$ cat src/hw/robot_pkg.sv
`default_nettype none

package robot_pkg;

    // shuttle direction, the encoding matches the motion states in order
    typedef enum logic [2:0] {
        IDLE_BASE  = 3'd0,
        FORWARDS   = 3'd1,
        IDLE_TABLE = 3'd2,
        BACKWARDS  = 3'd3,
        STOP       = 3'd4
    } dir_t;

    // obstacle distance in centimetres
    localparam logic [7:0] TOO_CLOSE = 8'd30;

    // minimum drive time, two seconds at 50 MHz
    localparam logic [31:0] HOLD_CYCLES_DEFAULT = 32'd100_000_000;

    // width of the duty input and of the pwm counter
    localparam int PWM_BITS = 8;

endpackage

`default_nettype wire

$ cat src/hw/sensor_pkg.sv
`default_nettype none

package sensor_pkg;

    // result widths
    localparam int DIST_BITS   = 8;
    localparam int FREQ_BITS   = 10;
    localparam int THRESH_BITS = 5;

    // echo cycles per centimetre at 50 MHz
    localparam logic [15:0] CYCLES_PER_CM = 16'd2900;

    // trigger pulse length and ping spacing
    localparam int unsigned TRIG_CYCLES         = 500;
    localparam int unsigned PING_PERIOD_DEFAULT = 3_000_000;

    // tone measurement window
    localparam int unsigned TONE_WINDOW_DEFAULT = 5_000_000;

    // no echo after this many cycles reads as out of range
    localparam int unsigned ECHO_TIMEOUT = CYCLES_PER_CM * 256;

endpackage

`default_nettype wire

$ cat src/hw/sense_if.sv
`default_nettype none

interface sense_if;

    // ranger result, stable from dist_valid until the next pulse
    logic [sensor_pkg::DIST_BITS-1:0] distance;
    logic                             dist_valid;

    // tone result, stable from tone_valid until the next pulse
    logic [sensor_pkg::FREQ_BITS-1:0] tone_freq;
    logic                             tone_valid;

    modport ranger (output distance, output dist_valid);

    modport tone (output tone_freq, output tone_valid);

    modport fsm (
        input distance,
        input dist_valid,
        input tone_freq,
        input tone_valid
    );

endinterface

`default_nettype wire

$ cat src/hw/direction_fsm.sv
`default_nettype none

module direction_fsm #(
    parameter logic [31:0] hold_cycles = robot_pkg::HOLD_CYCLES_DEFAULT
) (
    input  logic                               clk,
    input  logic                               rst_n,
    sense_if.fsm                               sense,
    input  logic [sensor_pkg::THRESH_BITS-1:0] threshold,
    input  logic                               estop,
    output robot_pkg::dir_t                    direction
);

    logic [sensor_pkg::DIST_BITS-1:0] dist_q;
    logic [sensor_pkg::FREQ_BITS-1:0] freq_q;
    logic                             estop_meta;
    logic                             estop_s;
    logic [31:0]                      hold_cnt;
    logic                             moving;
    logic                             hold_done;
    logic                             obstacle;
    logic                             tone_hit;
    robot_pkg::dir_t                  next_dir;

    assign moving    = (direction == robot_pkg::FORWARDS) ||
                       (direction == robot_pkg::BACKWARDS);
    assign hold_done = (hold_cnt >= hold_cycles);
    assign obstacle  = (dist_q < robot_pkg::TOO_CLOSE);
    assign tone_hit  = (freq_q > threshold);

    // latest sensor results, far and silent until the first reports
    always_ff @(posedge clk or negedge rst_n) begin
        if (!rst_n) begin
            dist_q <= '1;
            freq_q <= '0;
        end else begin
            if (sense.dist_valid) begin
                dist_q <= sense.distance;
            end
            if (sense.tone_valid) begin
                freq_q <= sense.tone_freq;
            end
        end
    end

    always_ff @(posedge clk or negedge rst_n) begin
        if (!rst_n) begin
            estop_meta <= 1'b0;
            estop_s    <= 1'b0;
        end else begin
            estop_meta <= estop;
            estop_s    <= estop_meta;
        end
    end

    // minimum drive time, so an early echo cannot end a run
    always_ff @(posedge clk or negedge rst_n) begin
        if (!rst_n) begin
            hold_cnt <= '0;
        end else if (!moving) begin
            hold_cnt <= '0;
        end else if (!hold_done) begin
            hold_cnt <= hold_cnt + 1;
        end
    end

    always_comb begin
        next_dir = direction;
        case (direction)
            robot_pkg::IDLE_BASE: begin
                if (tone_hit) next_dir = robot_pkg::FORWARDS;
            end
            robot_pkg::FORWARDS: begin
                if (obstacle && hold_done) next_dir = robot_pkg::IDLE_TABLE;
            end
            robot_pkg::IDLE_TABLE: begin
                if (tone_hit) next_dir = robot_pkg::BACKWARDS;
            end
            robot_pkg::BACKWARDS: begin
                if (obstacle && hold_done) next_dir = robot_pkg::IDLE_BASE;
            end
            default: begin
                // STOP waits for the button to be released
                if (!estop_s) next_dir = robot_pkg::IDLE_BASE;
            end
        endcase
        // emergency stop overrides every state
        if (estop_s) begin
            next_dir = robot_pkg::STOP;
        end
    end

    always_ff @(posedge clk or negedge rst_n) begin
        if (!rst_n) begin
            direction <= robot_pkg::IDLE_BASE;
        end else begin
            direction <= next_dir;
        end
    end

endmodule

`default_nettype wire

$ cat src/hw/echo_ranger.sv
`default_nettype none

module echo_ranger #(
    parameter int unsigned ping_period   = sensor_pkg::PING_PERIOD_DEFAULT,
    parameter int unsigned cycles_per_cm = sensor_pkg::CYCLES_PER_CM,
    parameter int unsigned echo_timeout  = sensor_pkg::ECHO_TIMEOUT
) (
    input  logic     clk,
    input  logic     rst_n,
    input  logic     echo,
    output logic     trig,
    sense_if.ranger  sense
);

    localparam logic [sensor_pkg::DIST_BITS-1:0] DIST_MAX = '1;

    logic                             echo_meta;
    logic                             echo_s;
    logic                             echo_q;
    logic [31:0]                      ping_cnt;
    logic [31:0]                      to_cnt;
    logic                             armed;
    logic [15:0]                      pre_cnt;
    logic [sensor_pkg::DIST_BITS-1:0] cm_cnt;
    logic                             echo_fall;
    logic                             arm;
    logic                             timed_out;

    assign echo_fall = echo_q & ~echo_s;
    // trig drops on the same edge that arms the measurement
    assign arm       = (ping_cnt == sensor_pkg::TRIG_CYCLES);
    assign timed_out = armed && (to_cnt == echo_timeout - 1);

    always_ff @(posedge clk or negedge rst_n) begin
        if (!rst_n) begin
            echo_meta <= 1'b0;
            echo_s    <= 1'b0;
            echo_q    <= 1'b0;
        end else begin
            echo_meta <= echo;
            echo_s    <= echo_meta;
            echo_q    <= echo_s;
        end
    end

    // ping timing, trig is high for the first TRIG_CYCLES of each period
    always_ff @(posedge clk or negedge rst_n) begin
        if (!rst_n) begin
            ping_cnt <= '0;
            trig     <= 1'b0;
        end else begin
            trig     <= (ping_cnt < sensor_pkg::TRIG_CYCLES);
            ping_cnt <= (ping_cnt == ping_period - 1) ? '0 : ping_cnt + 1;
        end
    end

    always_ff @(posedge clk or negedge rst_n) begin
        if (!rst_n) begin
            armed            <= 1'b0;
            to_cnt           <= '0;
            pre_cnt          <= '0;
            cm_cnt           <= '0;
            sense.distance   <= '0;
            sense.dist_valid <= 1'b0;
        end else begin
            sense.dist_valid <= 1'b0;
            if (arm) begin
                armed   <= 1'b1;
                to_cnt  <= '0;
                pre_cnt <= '0;
                cm_cnt  <= '0;
            end else if (armed && echo_fall) begin
                sense.distance   <= cm_cnt;
                sense.dist_valid <= 1'b1;
                armed            <= 1'b0;
            end else if (timed_out) begin
                // nothing came back, report out of range
                sense.distance   <= DIST_MAX;
                sense.dist_valid <= 1'b1;
                armed            <= 1'b0;
            end else begin
                if (armed) begin
                    to_cnt <= to_cnt + 1;
                end
                if (echo_s) begin
                    if (pre_cnt == 16'(cycles_per_cm - 1)) begin
                        pre_cnt <= '0;
                        if (cm_cnt != DIST_MAX) begin
                            cm_cnt <= cm_cnt + 1'b1;
                        end
                    end else begin
                        pre_cnt <= pre_cnt + 1'b1;
                    end
                end
            end
        end
    end

endmodule

`default_nettype wire

$ cat src/hw/motor_drive.sv
`default_nettype none

module motor_drive (
    input  logic                            clk,
    input  logic                            rst_n,
    input  robot_pkg::dir_t                 direction,
    input  logic [robot_pkg::PWM_BITS-1:0]  duty,
    output logic                            motor_fwd,
    output logic                            motor_rev,
    output logic                            enable
);

    logic [robot_pkg::PWM_BITS-1:0] pwm_cnt;
    logic                           pwm;
    logic                           go_fwd;
    logic                           go_rev;

    // duty of 0 keeps the pin low, each step adds one high cycle per period
    assign pwm    = (pwm_cnt < duty);
    assign go_fwd = (direction == robot_pkg::FORWARDS);
    assign go_rev = (direction == robot_pkg::BACKWARDS);

    always_ff @(posedge clk or negedge rst_n) begin
        if (!rst_n) begin
            pwm_cnt <= '0;
        end else begin
            pwm_cnt <= pwm_cnt + 1'b1;
        end
    end

    // h-bridge pins, only one side ever switches
    always_ff @(posedge clk or negedge rst_n) begin
        if (!rst_n) begin
            motor_fwd <= 1'b0;
            motor_rev <= 1'b0;
            enable    <= 1'b0;
        end else begin
            motor_fwd <= go_fwd & pwm;
            motor_rev <= go_rev & pwm;
            enable    <= go_fwd | go_rev;
        end
    end

endmodule

`default_nettype wire

$ cat src/hw/shuttle_bot_top.sv
`default_nettype none

module shuttle_bot_top #(
    parameter logic [31:0] hold_cycles   = robot_pkg::HOLD_CYCLES_DEFAULT,
    parameter int unsigned ping_period   = sensor_pkg::PING_PERIOD_DEFAULT,
    parameter int unsigned tone_window   = sensor_pkg::TONE_WINDOW_DEFAULT,
    parameter int unsigned cycles_per_cm = sensor_pkg::CYCLES_PER_CM
) (
    input  logic                               clk,
    input  logic                               rst_n,
    input  logic                               echo,
    input  logic                               mic,
    input  logic                               estop,
    input  logic [sensor_pkg::THRESH_BITS-1:0] threshold,
    input  logic [robot_pkg::PWM_BITS-1:0]     duty,
    output logic                               trig,
    output logic                               motor_fwd,
    output logic                               motor_rev,
    output logic                               enable,
    output logic [sensor_pkg::DIST_BITS-1:0]   distance,
    output logic [sensor_pkg::FREQ_BITS-1:0]   tone_freq,
    output robot_pkg::dir_t                    direction
);

    sense_if sense ();

    assign distance  = sense.distance;
    assign tone_freq = sense.tone_freq;

    // timeout spans the full 8-bit range of centimetres
    echo_ranger #(
        .ping_period   (ping_period),
        .cycles_per_cm (cycles_per_cm),
        .echo_timeout  (cycles_per_cm * 256)
    ) u_echo_ranger (
        .clk   (clk),
        .rst_n (rst_n),
        .echo  (echo),
        .trig  (trig),
        .sense (sense)
    );

    tone_detector #(
        .tone_window (tone_window)
    ) u_tone_detector (
        .clk   (clk),
        .rst_n (rst_n),
        .mic   (mic),
        .sense (sense)
    );

    direction_fsm #(
        .hold_cycles (hold_cycles)
    ) u_direction_fsm (
        .clk       (clk),
        .rst_n     (rst_n),
        .sense     (sense),
        .threshold (threshold),
        .estop     (estop),
        .direction (direction)
    );

    motor_drive u_motor_drive (
        .clk       (clk),
        .rst_n     (rst_n),
        .direction (direction),
        .duty      (duty),
        .motor_fwd (motor_fwd),
        .motor_rev (motor_rev),
        .enable    (enable)
    );

endmodule

`default_nettype wire

$ cat src/hw/tone_detector.sv
`default_nettype none

module tone_detector #(
    parameter int unsigned tone_window = sensor_pkg::TONE_WINDOW_DEFAULT
) (
    input  logic   clk,
    input  logic   rst_n,
    input  logic   mic,
    sense_if.tone  sense
);

    localparam logic [sensor_pkg::FREQ_BITS-1:0] FREQ_MAX = '1;

    logic                             mic_meta;
    logic                             mic_s;
    logic                             mic_q;
    logic                             mic_rise;
    logic [31:0]                      win_cnt;
    logic                             win_end;
    logic [sensor_pkg::FREQ_BITS-1:0] edge_cnt;
    logic [sensor_pkg::FREQ_BITS-1:0] edge_next;

    assign mic_rise = mic_s & ~mic_q;
    assign win_end  = (win_cnt == tone_window - 1);

    // saturating count including the edge seen this cycle
    assign edge_next = (mic_rise && edge_cnt != FREQ_MAX) ? edge_cnt + 1'b1 : edge_cnt;

    always_ff @(posedge clk or negedge rst_n) begin
        if (!rst_n) begin
            mic_meta <= 1'b0;
            mic_s    <= 1'b0;
            mic_q    <= 1'b0;
        end else begin
            mic_meta <= mic;
            mic_s    <= mic_meta;
            mic_q    <= mic_s;
        end
    end

    always_ff @(posedge clk or negedge rst_n) begin
        if (!rst_n) begin
            win_cnt <= '0;
        end else begin
            win_cnt <= win_end ? '0 : win_cnt + 1;
        end
    end

    // window end publishes the count and starts a fresh one
    always_ff @(posedge clk or negedge rst_n) begin
        if (!rst_n) begin
            edge_cnt         <= '0;
            sense.tone_freq  <= '0;
            sense.tone_valid <= 1'b0;
        end else begin
            sense.tone_valid <= win_end;
            if (win_end) begin
                sense.tone_freq <= edge_next;
                edge_cnt        <= '0;
            end else begin
                edge_cnt <= edge_next;
            end
        end
    end

endmodule

`default_nettype wire

$ cat config.mk
export PLATFORM = sky130hd
export DESIGN_NAME = shuttle_bot_top
export DESIGN_NICKNAME = d
export VERILOG_FILES = /design/src/hw/robot_pkg.sv /design/src/hw/sensor_pkg.sv /design/src/hw/sense_if.sv /design/src/hw/direction_fsm.sv /design/src/hw/echo_ranger.sv /design/src/hw/motor_drive.sv /design/src/hw/shuttle_bot_top.sv /design/src/hw/tone_detector.sv
export SDC_FILE = /design/constraint.sdc
export NUM_CORES = 1
export LEC_CHECK = 0
export BUFFER_PORTS_ARGS = -buffer_cell sky130_fd_sc_hd__buf_2
export CAP_MARGIN = 10
export CORE_MARGIN = 8
export CORE_UTILIZATION = 40
export CTS_BUF_LIST = sky130_fd_sc_hd__clkbuf_8
export CTS_CLUSTER_DIAMETER = 80
export DETAILED_ROUTE_END_ITERATION = 10
export MAX_ROUTING_LAYER = met4
export SLEW_MARGIN = 15
export SYNTH_ARGS = -nofsm -noshare
export SYNTH_HDL_FRONTEND = slang
export SYNTH_SLANG_ARGS = --single-unit
$ cat constraint.sdc
create_clock -name clk -period 4.1 [get_ports clk]
set_input_delay 0 -clock clk [delete_from_list [all_inputs] [get_ports clk]]
set_output_delay 0 -clock clk [all_outputs]
set_load 0.005 [all_outputs]
======== Yosys cells after proc, flatten, opt, wreduce, memory -nomap -nowiden ========
Index checks and enable logic that the tools add are counted.
storage, ports and cells
  register bits ........................... 224
  output and inout bits ................... 25
  word-level logic and storage cells ...... 118
cells by class
  $add $sub $neg .......................... 8
  order comparisons ....................... 5
  eq/ne operators ......................... 17
  muxes and demuxes ....................... 35
  bitwise gates (word level) .............. 8
  reduce and logical (&&, ||, !) cells .... 17
operators by type and width
  kind                   number
  $mux 32                8
  $add 32x1->32 const B  4
  $mux 16                5
  $mux 8                 8
  $eq 32x20->1 const B   1
  $eq 32x22->1 const B   1
  $eq 32x23->1 const B   1
  $eq 32x9->1 const B    1
  $ge 32x27->1 const B   1
  $lt 32x9->1 const B    1
  $mux 10                2
  $add 16x1->16 const B  1
  $add 8x1->8 const B    2
  $eq 16x12->1 const B   1
  $mux 3                 5
  $pmux 3 s4             1
  $add 10x1->10 const B  1
  $gt 10x5->1            1
  $ne 10x10->1 const B   1
  $reduce_bool 2->1      5
  $lt 8x5->1 const B     1
  $lt 8x8->1             1
  $ne 8x8->1 const B     1
  $eq 3x2->1 const B     2
  other kinds (17)       34

======== Logic depth before layout (Yosys ltp) ========
Gate-level depths: netlist (run 1).
  depth after elaboration ................. 7
  depth in mapped cells ................... 9
  gate-level depth less buffers ........... 8

======== Hierarchy ========
A second synthesis (run 1) with hierarchy kept.
unflattened totals
  cell total of the unflattened synthesis .. 1,108
  area total of the unflattened synthesis .. 11,282.1 um2
modules (own cells, without submodules)
  module         times used  cells an instance  area an instance (um2)  seq. area each (um2)
  echo_ranger    1           536                5,235.0                 2,552.4
  tone_detector  1           257                2,735.1                 1,401.3
  direction_fsm  1           261                2,720.1                 1,360.1
  motor_drive    1           54                 591.8                   275.3

======== Worst setup path before layout (run 1) ========
Ideal clock, no wire load.
  path type ............................... register to register
  from .................................... register u_echo_ranger.ping_cnt[15]
  to ...................................... register u_echo_ranger.to_cnt[17]
  library setup time ...................... 77 ps
  arrival time ............................ 2,053 ps
  slack ................................... 1,970 ps
  stages on the path, launching flop included .. 8
  path buffers ............................ 1
  period minus slack after synthesis ...... 2,130 ps
  cell sequence ........................... dfrtp_1 -> or4_4 -> nor2_4 -> nand3_2 -> and3_1 -> buf_6 -> or4_1 -> a21oi_1
between the ends
  word-level cells in the longest chain between the ends .. 3
  elaborated cells between the ends (all ways) .. 6
  classes of those cells .................. 3 x eq/ne; 1 x mux; 2 x reduce/logical
RTL lines
  element                                                           RTL line           RTL
  start, declared                                                   echo_ranger.sv:20  logic [31:0] ping_cnt;
  start signal, assigned                                            echo_ranger.sv:53  ping_cnt <= (ping_cnt == ping_period - 1) ? '0 : ping_cnt + 1;
  $eq 32x9->1 (*)                                                   echo_ranger.sv:31  assign arm = (ping_cnt == sensor_pkg::TRIG_CYCLES);
  $ne 2x1->1 (no source line) or $reduce_bool 2->1 (tied branches)  --
  $reduce_and 3->1 (no source line)                                 --
  end signal, assigned                                              echo_ranger.sv:83  to_cnt <= to_cnt + 1;
  end, declared                                                     echo_ranger.sv:21  logic [31:0] to_cnt;
Mark *: on every way between the ends. The rest lies on a longest branch, timed or not.
A chain may end at the register's enable or synchronous reset.

======== Worst setup path after layout (run 1) ========
  from .................................... register u_echo_ranger.pre_cnt[0]
  to ...................................... register u_echo_ranger.cm_cnt[6] in the netlist's numbering
between the ends
  word-level cells in the longest chain between the ends .. 3
RTL lines
  element                             RTL line           RTL
  start, declared                     echo_ranger.sv:23  logic [15:0] pre_cnt;
  start signal, assigned              echo_ranger.sv:92  pre_cnt <= pre_cnt + 1'b1;
  $eq 16x12->1                        echo_ranger.sv:86  if (pre_cnt == 16'(cycles_per_cm - 1)) begin
  $reduce_bool 2->1 (no source line)  --
  $reduce_and 5->1 (no source line)   --
  end signal, assigned                echo_ranger.sv:89  cm_cnt <= cm_cnt + 1'b1;
  end, declared                       echo_ranger.sv:24  logic [sensor_pkg::DIST_BITS-1:0] cm_cnt;
Every way passes these cells.

==> impl_metrics.prom, run 1 <==
# TYPE chip_impl_metric gauge
chip_impl_info{name="outcome",value="complete, no violations"} 1
chip_impl_metric{name="antenna_violations_before_repair",unit=""} 0
chip_impl_info{name="crit_chain",value="ha_1, inv_1, nor4_1, nand4_1, or4_1, o21ai_0, nor2_1"} 1
chip_impl_metric{name="number_of_synthesized_flops_with_an_enable_pin",unit=""} 0
chip_impl_metric{name="drt_first_iter_violations",unit=""} 393
chip_impl_metric{name="io_buffer_count",unit=""} 42
chip_impl_metric{name="max_freq",unit="MHz"} 393
chip_impl_info{name="worst_setup_path_start_kind",value="flip-flop"} 1
chip_impl_metric{name="synth-async-reset-ratio",unit=""} 1.00
chip_impl_metric{name="floorplan.rows",unit=""} 59
chip_impl_metric{name="floorplan.initialDensity",unit=""} 0.408
chip_impl_metric{name="finalWorstPathRequiredPeriod",unit="ns"} 2.55
chip_impl_metric{name="finalSetupViolCount",unit=""} 0
chip_impl_metric{name="vias",unit=""} 7783
chip_impl_metric{name="tightest_slew",unit="ns"} 0.928
chip_impl_metric{name="power_leakage",unit="nW"} 5.35
chip_impl_metric{name="postSynthCellCount",unit=""} 1072
chip_impl_metric{name="post_cts_sizing",unit=""} 0
chip_impl_metric{name="routed_wirelength",unit="um"} 21400
chip_impl_metric{name="io_pins",unit=""} 43
chip_impl_metric{name="clkSlewWorstSetupHoldPaths",unit="ns"} 0.06
chip_impl_info{name="critical_path.endpoint",value="u_echo_ranger.cm_cnt[6]"} 1
chip_impl_metric{name="place_congestion",unit=""} 0.830
chip_impl_metric{name="cts_made_buffers",unit=""} 40
chip_impl_metric{name="cp_data_arrival_time",unit="ns"} 2.95
chip_impl_metric{name="cts_htree_levels",unit=""} 2
chip_impl_info{name="top_reg_cell_synth",value="dfrtp_1"} 1
chip_impl_metric{name="slew_headroom",unit=""} 0.378
chip_impl_metric{name="cts.path.max_buffers",unit=""} 3
chip_impl_metric{name="synth-seq-cells",unit=""} 223
chip_impl_metric{name="grt_start_max_net_pins",unit=""} 114
chip_impl_metric{name="final-max-slew-violation-count",unit=""} 0
chip_impl_metric{name="syn_nets",unit=""} 1112
chip_impl_metric{name="die_w",unit="um"} 179
chip_impl_metric{name="first_pass_grt_wire_length",unit="um"} 37800
chip_impl_metric{name="cts.sink_count",unit=""} 223
chip_impl_metric{name="hold_ws",unit="ns"} 0.0638
chip_impl_metric{name="coreArea",unit="um^2"} 26100
chip_impl_metric{name="final_nets",unit=""} 1172
chip_impl_metric{name="gr-total-overflow",unit=""} 0
chip_impl_metric{name="area_growth_syn_to_layout",unit="%"} 13.2
chip_impl_metric{name="die_height",unit="um"} 179
chip_impl_info{name="worstHoldPathType",value="primary input to flip-flop"} 1
chip_impl_metric{name="final_hold_viol_count",unit=""} 0
chip_impl_metric{name="gr_util_all_layers",unit=""} 0.144
chip_impl_metric{name="layout_cells_sized_above_1",unit=""} 0.124
chip_impl_metric{name="fp.dieArea",unit="um^2"} 32100
chip_impl_info{name="unrepaired_setup_endpoints_after_global_routing",value="no"} 1
chip_impl_metric{name="netlist-cell-type-count",unit=""} 57
chip_impl_metric{name="filler_cell_count",unit=""} 2500
chip_impl_metric{name="detailedPlacementHpwl",unit="um"} 14300
chip_impl_metric{name="cp_max_fo",unit=""} 16
chip_impl_info{name="timing_worst_setup_path_type",value="flip-flop to flip-flop"} 1
chip_impl_metric{name="number_of_global_route_vias_before_repair",unit=""} 7855
chip_impl_metric{name="vdd_drop_max",unit="uV"} 208
chip_impl_metric{name="clock_insertion_delay_worst_skew",unit="ns"} 0.53
chip_impl_metric{name="dr.pass1.iters",unit=""} 4
chip_impl_metric{name="timing.clock.skew",unit="ns"} 0.0164
chip_impl_metric{name="via_per_inst",unit=""} 5.20
chip_impl_metric{name="syn_avg_cell_area",unit="um^2"} 9.95
chip_impl_metric{name="timing.reg2reg.worst_path_depth",unit=""} 7
chip_impl_metric{name="drv.max_cap_violation_count",unit=""} 0
chip_impl_metric{name="worst-endpoint-required",unit="ns"} 4.51
chip_impl_metric{name="drc_errors",unit=""} 0
chip_impl_metric{name="reg2reg_slack",unit="ns"} 1.55
chip_impl_metric{name="power_density",unit="nW/um^2"} 373
chip_impl_info{name="clock_tree_from_tritoncts",value="done"} 1
chip_impl_metric{name="post_synth_instance_area",unit="um^2"} 10700
chip_impl_metric{name="wl_per_cell",unit="um"} 14.3
chip_impl_info{name="rr_endpoint",value="u_echo_ranger.cm_cnt[6]"} 1
chip_impl_metric{name="sequential_area_share_after_synthesis",unit=""} 0.524
chip_impl_metric{name="synth-warning-count",unit=""} 0
chip_impl_metric{name="power.total",unit="mW"} 4.50
chip_impl_info{name="crit_start",value="u_echo_ranger.pre_cnt[0]"} 1
chip_impl_metric{name="period_share",unit=""} 0.621
chip_impl_metric{name="finalSetupTns",unit="ns"} 0
chip_impl_metric{name="worst_path_largest_cell_delay",unit="ns"} 0.66
chip_impl_info{name="worst_path_max_delay_cell",value="or4_1"} 1
chip_impl_info{name="cts_root_buf",value="clkbuf_8"} 1
chip_impl_metric{name="antenna_cells",unit=""} 0
chip_impl_metric{name="drtAntennaViolNets",unit=""} 0
chip_impl_info{name="crit-reg2reg-launch",value="u_echo_ranger.pre_cnt[0]"} 1
chip_impl_info{name="setup.worst_path.end_class",value="flip-flop"} 1
==> per-stage QoR <==
| stage | std cells | setup slack (ns) | utilization | instance area (um^2) |
|---|---|---|---|---|
| global route | 1496 | 1.27 | 0.462 | 12100 |
| CTS | 1496 | 1.55 | 0.462 | 12100 |
| floorplan | 1072 | 1.97 | - | 10700 |
| detailed placement | 1420 | 1.57 | 0.430 | 11200 |
| finish | 1496 | 1.55 | 0.462 | 12100 |
| global placement | 1420 | 1.65 | 0.430 | 11200 |
==> cell families (layout without fill, tap and decap cells) <==
group	Yosys count	count (layout)	share of synthesized area
flip-flops	223	223	0.524
AO/OA/AOI/OAI	120	120	0.0685
adder cells (fa/ha/maj)	22	22	0.0258
buffers and inverters	76	165	0.0282
multiplexers	19	19	0.0197
AND/OR/NAND/NOR	489	489	0.232
XOR/XNOR	123	123	0.101
==> cell usage in the layout (no fill, tap or decap), drive strengths merged, types with 33 or more instances in the layout <==
| cell type | n |
|---|---|
| nand2 | 70 |
| nor3 | 47 |
| a21oi | 54 |
| inv | 57 |
| nand3 | 76 |
| buf | 50 |
| nor2 | 145 |
| clkbuf | 49 |
| dfrtp | 216 |
| xor2 | 33 |
| xnor2 | 90 |
==> how the worst min path moves through the flow <==
stage / depth (start not counted) / end / from
after detailed placement: 1 / u_tone_detector.mic_meta / mic
final: 6 / u_direction_fsm.direction[0] / threshold[3]
after floorplan: 0 / u_direction_fsm.direction[0] / rst_n
after CTS: 6 / u_direction_fsm.direction[0] / threshold[3]
after global placement: 1 / u_tone_detector.mic_meta / mic
after global routing: 6 / u_direction_fsm.direction[0] / threshold[3]
==> worst max-delay path, delay by kind of cell, from the launching register on <==
kind | cells | cell delay (ns)
simple gates | 4 | 1.61
flops | 1 | 0.39
fa+ha+maj | 1 | 0.20
compound gates | 1 | 0.16
buf+inv | 1 | 0.07
==> layout make-up <==
cell class | instances | area (um^2) | share of cell area
Clock inverter | 22 | 103 | 0.00850
Sequential cell | 223 | 5590 | 0.463
Clock buffer | 49 | 674 | 0.0559
Multi-Input combinational cell | 773 | 4790 | 0.397
Timing Repair Buffer | 55 | 343 | 0.0284
Tap cell | 335 | 419 | 0.0347
Inverter | 39 | 146 | 0.0121
==> flip-flops by register name (all words and copies together) (netlist names), 3 cells and up <==
name                             count
u_echo_ranger.pre_cnt               16
u_tone_detector.win_cnt             32
u_echo_ranger.ping_cnt              32
u_tone_detector.sense.tone_freq     10
u_direction_fsm.direction            3
u_echo_ranger.sense.distance         8
u_direction_fsm.dist_q               7
u_direction_fsm.hold_cnt            32
u_echo_ranger.to_cnt                32
u_motor_drive.pwm_cnt                8
u_echo_ranger.cm_cnt                 8
u_direction_fsm.freq_q              10
u_tone_detector.edge_cnt            10
==> power by group <==
| group | total, mW | internal (mW) | switching [mW] |
|---|---|---|---|
| combinational | 0.198 | 0.0746 | 0.124 |
| sequential | 2.32 | 2.26 | 0.0610 |
| clock | 1.98 | 1.08 | 0.896 |
| total | 4.50 | 3.41 | 1.08 |
==> per-layer routing <==
layer / share of wire / vias up / global-route usage
met5: 0 / - / -
li1: - / 3869 / -
met3: 0.040 / 40 / 0.0286
met1: 0.48 / 3765 / 0.189
met2: 0.46 / 109 / 0.222
met4: 0.020 / 0 / 0.0455
==> cell usage after synthesis (all sizes together), types with 24 or more instances <==
cell type | n | area, um^2
dfrtp | 216 | 5410
nor2 | 145 | 552
xnor2 | 90 | 788
nand3 | 76 | 385
nand2 | 70 | 263
a21oi | 54 | 270
nor3 | 47 | 245
inv | 39 | 146
xor2 | 33 | 289
nand4 | 31 | 194
nor4 | 29 | 188
clkbuf | 27 | 101
o21ai | 24 | 120
==> repair_timing <==
| action | CTS | global route |
|---|---|---|
| hold endpoints to repair | 109 | 0 |
| buffers inserted | 0 | 0 |
| hold buffers | 5 | 0 |
(Power assumes the default switching activity.)
==> run 2: changes to the inputs <==
Clock period 4.1 ns to 2.5 ns, I/O delays scaled along.
==> impl_metrics.prom, run 2 (synthesis gave the netlist of run 1 again) <==
# TYPE chip_impl_metric gauge
chip_impl_metric{name="drt_first_iter_violations",unit=""} 428
chip_impl_metric{name="drc_errors",unit=""} 0
chip_impl_metric{name="die_height",unit="um"} 179
chip_impl_info{name="worstHoldPathType",value="primary input to async pin"} 1
chip_impl_metric{name="netSwitchingPower",unit="mW"} 1.77
chip_impl_metric{name="cell_internal_pwr",unit="mW"} 5.74
chip_impl_info{name="crit-reg2reg-launch",value="u_direction_fsm.hold_cnt[10]"} 1
chip_impl_metric{name="gr_util_all_layers",unit=""} 0.148
chip_impl_metric{name="via_per_inst",unit=""} 5.21
chip_impl_info{name="rr_endpoint",value="u_direction_fsm.hold_cnt[17]"} 1
chip_impl_metric{name="first_pass_grt_wire_length",unit="um"} 38300
chip_impl_metric{name="coreArea",unit="um^2"} 26100
chip_impl_metric{name="floorplan.initialDensity",unit=""} 0.408
chip_impl_metric{name="vias",unit=""} 7892
chip_impl_metric{name="wl_per_cell",unit="um"} 14.3
chip_impl_metric{name="dr.pass1.iters",unit=""} 5
chip_impl_metric{name="p_clk_frac",unit=""} 0.449
chip_impl_metric{name="finalSetupTns",unit="ns"} 0
chip_impl_metric{name="tightest_slew",unit="ns"} 0.587
chip_impl_metric{name="max_freq",unit="MHz"} 438
chip_impl_metric{name="cp_max_fo",unit=""} 11
chip_impl_info{name="unrepaired_setup_endpoints_after_global_routing",value="no"} 1
chip_impl_metric{name="power_density",unit="nW/um^2"} 613
chip_impl_info{name="mostFrequentLayoutCell",value="dfrtp_1"} 1
chip_impl_metric{name="final-max-slew-violation-count",unit=""} 0
chip_impl_metric{name="timing.reg2reg.worst_path_depth",unit=""} 7
chip_impl_metric{name="drv.max_cap_violation_count",unit=""} 0
chip_impl_metric{name="finalSetupViolCount",unit=""} 0
chip_impl_metric{name="final_hold_viol_count",unit=""} 0
chip_impl_info{name="setup.worst_path.end_class",value="flip-flop"} 1
chip_impl_metric{name="netSwitchingFraction",unit=""} 0.236
chip_impl_metric{name="area_growth_syn_to_layout",unit="%"} 14.9
chip_impl_metric{name="grt_start_max_net_pins",unit=""} 77
chip_impl_metric{name="clkSlewWorstSetupHoldPaths",unit="ns"} 0.06
chip_impl_metric{name="vdd_drop_max",unit="uV"} 375
chip_impl_metric{name="die_w",unit="um"} 179
chip_impl_metric{name="gr-total-overflow",unit=""} 0
chip_impl_metric{name="place_congestion",unit=""} 0.787
chip_impl_metric{name="power_leakage",unit="nW"} 5.45
chip_impl_metric{name="layout_cells_sized_above_1",unit=""} 0.138
chip_impl_metric{name="fp.dieArea",unit="um^2"} 32100
chip_impl_metric{name="finish.cell_count_without_fillers",unit=""} 1514
chip_impl_metric{name="sequential_cell_fraction_of_total_power",unit=""} 0.506
chip_impl_info{name="worst_setup_path_start_kind",value="flip-flop"} 1
chip_impl_metric{name="layout_setup_ws",unit="ns"} 0.216
chip_impl_info{name="layout_common_cells",value="dfrtp_1 (216), nor2_1 (144), xnor2_1 (90)"} 1
chip_impl_metric{name="finalWorstPathRequiredPeriod",unit="ns"} 2.28
chip_impl_info{name="outcome",value="complete, no violations"} 1
chip_impl_metric{name="pre_cts_ws",unit="ns"} 0.231
chip_impl_metric{name="antenna_violations_before_repair",unit=""} 0
chip_impl_metric{name="cts_made_buffers",unit=""} 40
chip_impl_metric{name="combinationalPowerShare",unit=""} 0.044
chip_impl_info{name="critical_path.endpoint",value="u_direction_fsm.hold_cnt[17]"} 1
chip_impl_metric{name="detailedPlacementHpwl",unit="um"} 14800
chip_impl_metric{name="drtAntennaViolNets",unit=""} 0
chip_impl_metric{name="cts.sink_count",unit=""} 223
chip_impl_metric{name="io_buffer_count",unit=""} 42
chip_impl_info{name="timing_worst_setup_path_type",value="flip-flop to flip-flop"} 1
chip_impl_metric{name="floorplan.rows",unit=""} 59
chip_impl_metric{name="final_nets",unit=""} 1191
chip_impl_metric{name="cts.path.max_buffers",unit=""} 3
chip_impl_metric{name="timing.clock.skew",unit="ns"} 0.0175
chip_impl_info{name="clock_tree_from_tritoncts",value="done"} 1
chip_impl_metric{name="slew_headroom",unit=""} 0.609
chip_impl_metric{name="cp_data_arrival_time",unit="ns"} 2.69
chip_impl_metric{name="cts_htree_levels",unit=""} 2
chip_impl_metric{name="post_cts_sizing",unit=""} 0
chip_impl_metric{name="number_of_global_route_vias_before_repair",unit=""} 7932
chip_impl_metric{name="reg2reg_slack",unit="ns"} 0.22
chip_impl_info{name="crit_start",value="u_direction_fsm.hold_cnt[10]"} 1
chip_impl_info{name="cts_root_buf",value="clkbuf_8"} 1
chip_impl_metric{name="placedCellCount",unit=""} 1437
chip_impl_metric{name="period_share",unit=""} 0.914
chip_impl_metric{name="worst-endpoint-required",unit="ns"} 2.90
chip_impl_metric{name="routed_wirelength",unit="um"} 21700
chip_impl_metric{name="io_pins",unit=""} 43
chip_impl_metric{name="antenna_cells",unit=""} 0
chip_impl_metric{name="clock_insertion_delay_worst_skew",unit="ns"} 0.53
==> run 2: metal layers <==
layer / part of all wire / wire, um / vias to the layer above / track usage
met4: 0.019 / 416 / 0 / 0.0521
met1: 0.48 / 10500 / 3828 / 0.196
met5: 0 / 0 / - / -
met2: 0.46 / 9930 / 134 / 0.225
met3: 0.039 / 847 / 36 / 0.0261
li1: - / - / 3894 / -
==> run 2: worst max-delay path, stage by stage, from the launching register on <==
cell	delay [ns]
dfrtp_1	0.42
or4_1	0.53
o211ai_1	0.23
a21oi_1	0.18
buf_4	0.21
nor4b_1	0.38
xnor2_1	0.17
nor2_1	0.05
==> run 2: repair_timing <==
| item | in CTS | in global routing |
|---|---|---|
| hold buffers | 5 | 0 |
| buffers inserted | 0 | 2 |
| endpoints found under the hold margin | 193 | 0 |
| setup endpoints to repair | 0 | 5 |
==> run 2: how the worst min path moves through the flow <==
stage / end / slack (ns) / depth (start not counted)
floorplan: u_direction_fsm.direction[0] / -0.30 / 0
global placement: u_echo_ranger.pre_cnt[8] / 0.03 / 1
detailed placement: u_motor_drive.enable / 0.03 / 1
CTS: u_direction_fsm.direction[0] / 0.02 / 6
global route: u_echo_ranger.echo_q / 0.09 / 2
finish: u_echo_ranger.pre_cnt[8] / 0.05 / 2
==> run 2: layout make-up <==
cell class	count	area, um^2
multi-input cells	773	4790
fillers	2509	13900
inverters	39	146
flip-flops and latches	223	5590
clock inverters	23	153
well taps	335	419
repair buffers	74	510
clock buffers	47	647
==> run 2: per-stage QoR <==
step	hold slack, ns	utilization	total power [mW]	area [um^2]
global route	0.0888	0.469	7.89	12300
CTS	0.0241	0.468	7.66	12200
detailed placement	0.0312	0.436	4.20	11400
floorplan	-0.296	-	4.03	10700
finish	0.0481	0.469	7.51	12300
global placement	0.0342	0.436	4.19	11400
==> run 2: power by group through the flow <==
stage / combinational, mW / sequential (mW) / clock (mW)
2_1_floorplan: 0.190 / 3.84 / 0
6_report: 0.334 / 3.80 / 3.38
3_5_place_dp: 0.338 / 3.86 / 0
3_3_place_gp: 0.332 / 3.86 / 0
5_1_grt: 0.398 / 3.81 / 3.68
4_1_cts: 0.345 / 3.80 / 3.51
==> run 3: changes to the inputs <==
Settings changed: ABC_AREA set to 1, REMOVE_ABC_BUFFERS set to 1.
==> impl_metrics.prom, run 3 <==
# TYPE chip_impl_metric gauge
chip_impl_metric{name="worst-endpoint-required",unit="ns"} 2.92
chip_impl_metric{name="antenna_violations_before_repair",unit=""} 0
chip_impl_metric{name="drtAntennaViolNets",unit=""} 0
chip_impl_info{name="layout_common_cells",value="nand2_1 (407), nor2_1 (258), inv_1 (239)"} 1
chip_impl_metric{name="postCtsSetupBuffers",unit=""} 0
chip_impl_metric{name="io_buffer_count",unit=""} 42
chip_impl_metric{name="hold_ws",unit="ns"} 0.0323
chip_impl_info{name="top_reg_cell_synth",value="dfrtp_1"} 1
chip_impl_info{name="mostFrequentLayoutCell",value="nand2_1"} 1
chip_impl_metric{name="die_w",unit="um"} 196
chip_impl_metric{name="sequential_area_share_after_synthesis",unit=""} 0.432
chip_impl_metric{name="tightest_slew",unit="ns"} 0.715
chip_impl_metric{name="synth-async-reset-ratio",unit=""} 1.00
chip_impl_metric{name="cts_made_buffers",unit=""} 44
chip_impl_info{name="setup.worst_path.end_class",value="flip-flop"} 1
chip_impl_metric{name="timing.reg2reg.worst_path_depth",unit=""} 10
chip_impl_metric{name="wl_per_cell",unit="um"} 15.1
chip_impl_metric{name="final_hold_viol_count",unit=""} 0
chip_impl_info{name="netlist_top_cells_area",value="dfrtp_1 (42%), nand2_1 (12%), nor2_1 (7.5%), inv_1 (6.5%), xor2_1 (5.6%)"} 1
chip_impl_metric{name="number_of_global_route_vias_before_repair",unit=""} 11300
chip_impl_metric{name="synth_top_cell_area_share",unit=""} 0.418
chip_impl_metric{name="postSynthCellCount",unit=""} 1737
chip_impl_metric{name="timing.clock.skew",unit="ns"} 0.0226
chip_impl_metric{name="synth-warning-count",unit=""} 0
chip_impl_metric{name="layout_setup_ws",unit="ns"} 0.212
chip_impl_metric{name="grt_start_max_net_pins",unit=""} 83
chip_impl_metric{name="slew_headroom",unit=""} 0.524
chip_impl_metric{name="clock_insertion_delay_worst_skew",unit="ns"} 0.58
chip_impl_metric{name="place_congestion",unit=""} 0.947
chip_impl_metric{name="layout_cells_sized_above_1",unit=""} 0.0970
chip_impl_metric{name="max_freq",unit="MHz"} 437
chip_impl_metric{name="via_per_inst",unit=""} 5.09
chip_impl_metric{name="drt_first_iter_violations",unit=""} 884
chip_impl_metric{name="cts.sink_count",unit=""} 223
chip_impl_metric{name="die_height",unit="um"} 196
chip_impl_metric{name="routed_wirelength",unit="um"} 34100
chip_impl_metric{name="post_synth_instance_area",unit="um^2"} 12900
chip_impl_metric{name="post_cts_sizing",unit=""} 0
chip_impl_metric{name="cts_htree_levels",unit=""} 2
chip_impl_metric{name="synth-seq-cells",unit=""} 223
chip_impl_info{name="synth.most_common_cell",value="nand2_1"} 1
chip_impl_metric{name="gr-total-overflow",unit=""} 0
chip_impl_metric{name="vdd_drop_max",unit="uV"} 296
chip_impl_metric{name="final_nets",unit=""} 1865
chip_impl_metric{name="fin_util",unit=""} 0.454
chip_impl_metric{name="period_share",unit=""} 0.915
chip_impl_metric{name="reg2reg_slack",unit="ns"} 0.21
chip_impl_metric{name="floorplan.initialDensity",unit=""} 0.402
chip_impl_metric{name="clkSlewWorstSetupHoldPaths",unit="ns"} 0.06
chip_impl_metric{name="drv.max_cap_violation_count",unit=""} 0
chip_impl_metric{name="area_growth_syn_to_layout",unit="%"} 13.0
chip_impl_metric{name="drc_errors",unit=""} 0
chip_impl_metric{name="finalSetupViolCount",unit=""} 0
chip_impl_metric{name="placement.cell_area",unit="um^2"} 13700
chip_impl_info{name="timing_worst_setup_path_type",value="flip-flop to flip-flop"} 1
chip_impl_metric{name="finalWorstPathRequiredPeriod",unit="ns"} 2.29
chip_impl_metric{name="cp_max_fo",unit=""} 15
chip_impl_info{name="post-synth-top-area-cell",value="dfrtp_1"} 1
chip_impl_metric{name="syn_avg_cell_area",unit="um^2"} 7.45
chip_impl_metric{name="power_density",unit="nW/um^2"} 541
chip_impl_metric{name="floorplan.rows",unit=""} 66
chip_impl_metric{name="power_leakage",unit="nW"} 6.96
chip_impl_metric{name="fp.dieArea",unit="um^2"} 38400
chip_impl_metric{name="number_of_synthesized_flops_with_an_enable_pin",unit=""} 0
chip_impl_info{name="clock_tree_from_tritoncts",value="done"} 1
chip_impl_metric{name="finalSetupTns",unit="ns"} 0
chip_impl_metric{name="final-max-slew-violation-count",unit=""} 0
chip_impl_metric{name="cts.path.max_buffers",unit=""} 3
chip_impl_metric{name="fin_area",unit="um^2"} 14600
chip_impl_metric{name="filler_cell_count",unit=""} 3266
chip_impl_metric{name="detailedPlacementHpwl",unit="um"} 24800
chip_impl_metric{name="netlist-cell-type-count",unit=""} 40
chip_impl_metric{name="vias",unit=""} 11500
chip_impl_info{name="unrepaired_setup_endpoints_after_global_routing",value="no"} 1
chip_impl_metric{name="first_pass_grt_wire_length",unit="um"} 56900
chip_impl_info{name="worstHoldPathType",value="primary input to async pin"} 1
chip_impl_info{name="worst_setup_path_start_kind",value="flip-flop"} 1
chip_impl_info{name="crit-reg2reg-launch",value="u_echo_ranger.to_cnt[0]"} 1
chip_impl_info{name="cts_root_buf",value="clkbuf_8"} 1
chip_impl_info{name="outcome",value="complete, no violations"} 1
chip_impl_metric{name="antenna_cells",unit=""} 0
chip_impl_metric{name="dr.pass1.iters",unit=""} 5
chip_impl_metric{name="io_pins",unit=""} 43
chip_impl_metric{name="cp_data_arrival_time",unit="ns"} 2.71
chip_impl_info{name="synth.cells.most_frequent",value="nand2_1 (407), nor2_1 (258), inv_1 (223), dfrtp_1 (216), nand3_1 (116)"} 1
chip_impl_metric{name="gr_util_all_layers",unit=""} 0.185
chip_impl_metric{name="pre_cts_ws",unit="ns"} 0.135
chip_impl_info{name="rr_endpoint",value="u_echo_ranger.pre_cnt[6]"} 1
chip_impl_metric{name="coreArea",unit="um^2"} 32200
==> run 3: cell count changes after synthesis, moves of 26 or more <==
cell	previous run	this run
nand2_1	70	407
xor2_1	33	83
a21oi_1	54	28
nand3_1	75	116
o21ai_0	20	65
xnor2_1	90	13
nor2_1	144	258
nor3_1	45	75
inv_1	38	223
nand4_1	31	82
==> run 3: per-stage QoR <==
| stage | std cells | power [mW] |
|---|---|---|
| after floorplan | 1708 | 4.21 |
| final | 2263 | 7.92 |
| after global routing | 2263 | 8.33 |
| after CTS | 2262 | 8.08 |
| after global placement | 2178 | 4.40 |
| after detailed placement | 2178 | 4.41 |
==> run 3: final cells by class <==
cell class                 instances  area (um^2)  area share
sequential                       223         5590       0.382
clock inverter                    20         80.1     0.00548
multi-input combinational       1254         6300       0.431
timing repair buffer              70          500      0.0342
tap                              408          510      0.0349
inverter                         232          871      0.0595
clock buffer                      56          771      0.0527
==> run 3: report_power, final <==
part | internal (mW) | switching, mW
logic | 0.200 | 0.315
registers | 3.72 | 0.121
clock network | 1.99 | 1.58
==> run 3: worst max-delay path, stage by stage (launching register included) <==
cell and delay, ns:
dfrtp_1 0.41, ha_1 0.33, nand3_2 0.16, inv_2 0.12, nand2_2 0.10, nor2_1 0.13, nand3_1 0.12, nor2_1 0.34
nor2_2 0.24, nand2_1 0.12, o21ai_1 0.07
==> run 3: logic make-up after synthesis <==
family,Yosys count,synth area share
mux,8,0.00696
flops,223,0.432
simple gates,993,0.339
xor+xnor,96,0.0650
fa+ha+maj,22,0.0213
buf+inv,261,0.0817
compound gates,134,0.0547
==> run 3: worst max-delay path by stage <==
| stage | startpoint | endpoint | cells after the start |
|---|---|---|---|
| 4_1_cts | u_echo_ranger.ping_cnt[0] | u_echo_ranger.pre_cnt[4] | 13 |
| 3_3_place_gp | u_echo_ranger.ping_cnt[0] | u_echo_ranger.pre_cnt[4] | 13 |
| 3_5_place_dp | u_echo_ranger.ping_cnt[0] | u_echo_ranger.pre_cnt[4] | 13 |
| 2_1_floorplan | u_echo_ranger.ping_cnt[0] | u_echo_ranger.pre_cnt[4] | 13 |
| 5_1_grt | u_echo_ranger.to_cnt[0] | u_echo_ranger.pre_cnt[10] | 10 |
| 6_report | u_echo_ranger.to_cnt[0] | u_echo_ranger.pre_cnt[6] | 10 |
==> run 3: per-layer routing <==
layer,GRT usage,wire length [um],up-vias
met4,0.0606,821,0
met1,0.245,16100,5364
li1,-,-,5782
met2,0.283,15200,299
met3,0.0332,1880,69
met5,-,0,-
==> run 3: what timing repair did <==
action | CTS | global route
endpoints found under the setup margin | 0 | 5
hold endpoints to repair | 208 | 0
hold buffers | 8 | 0
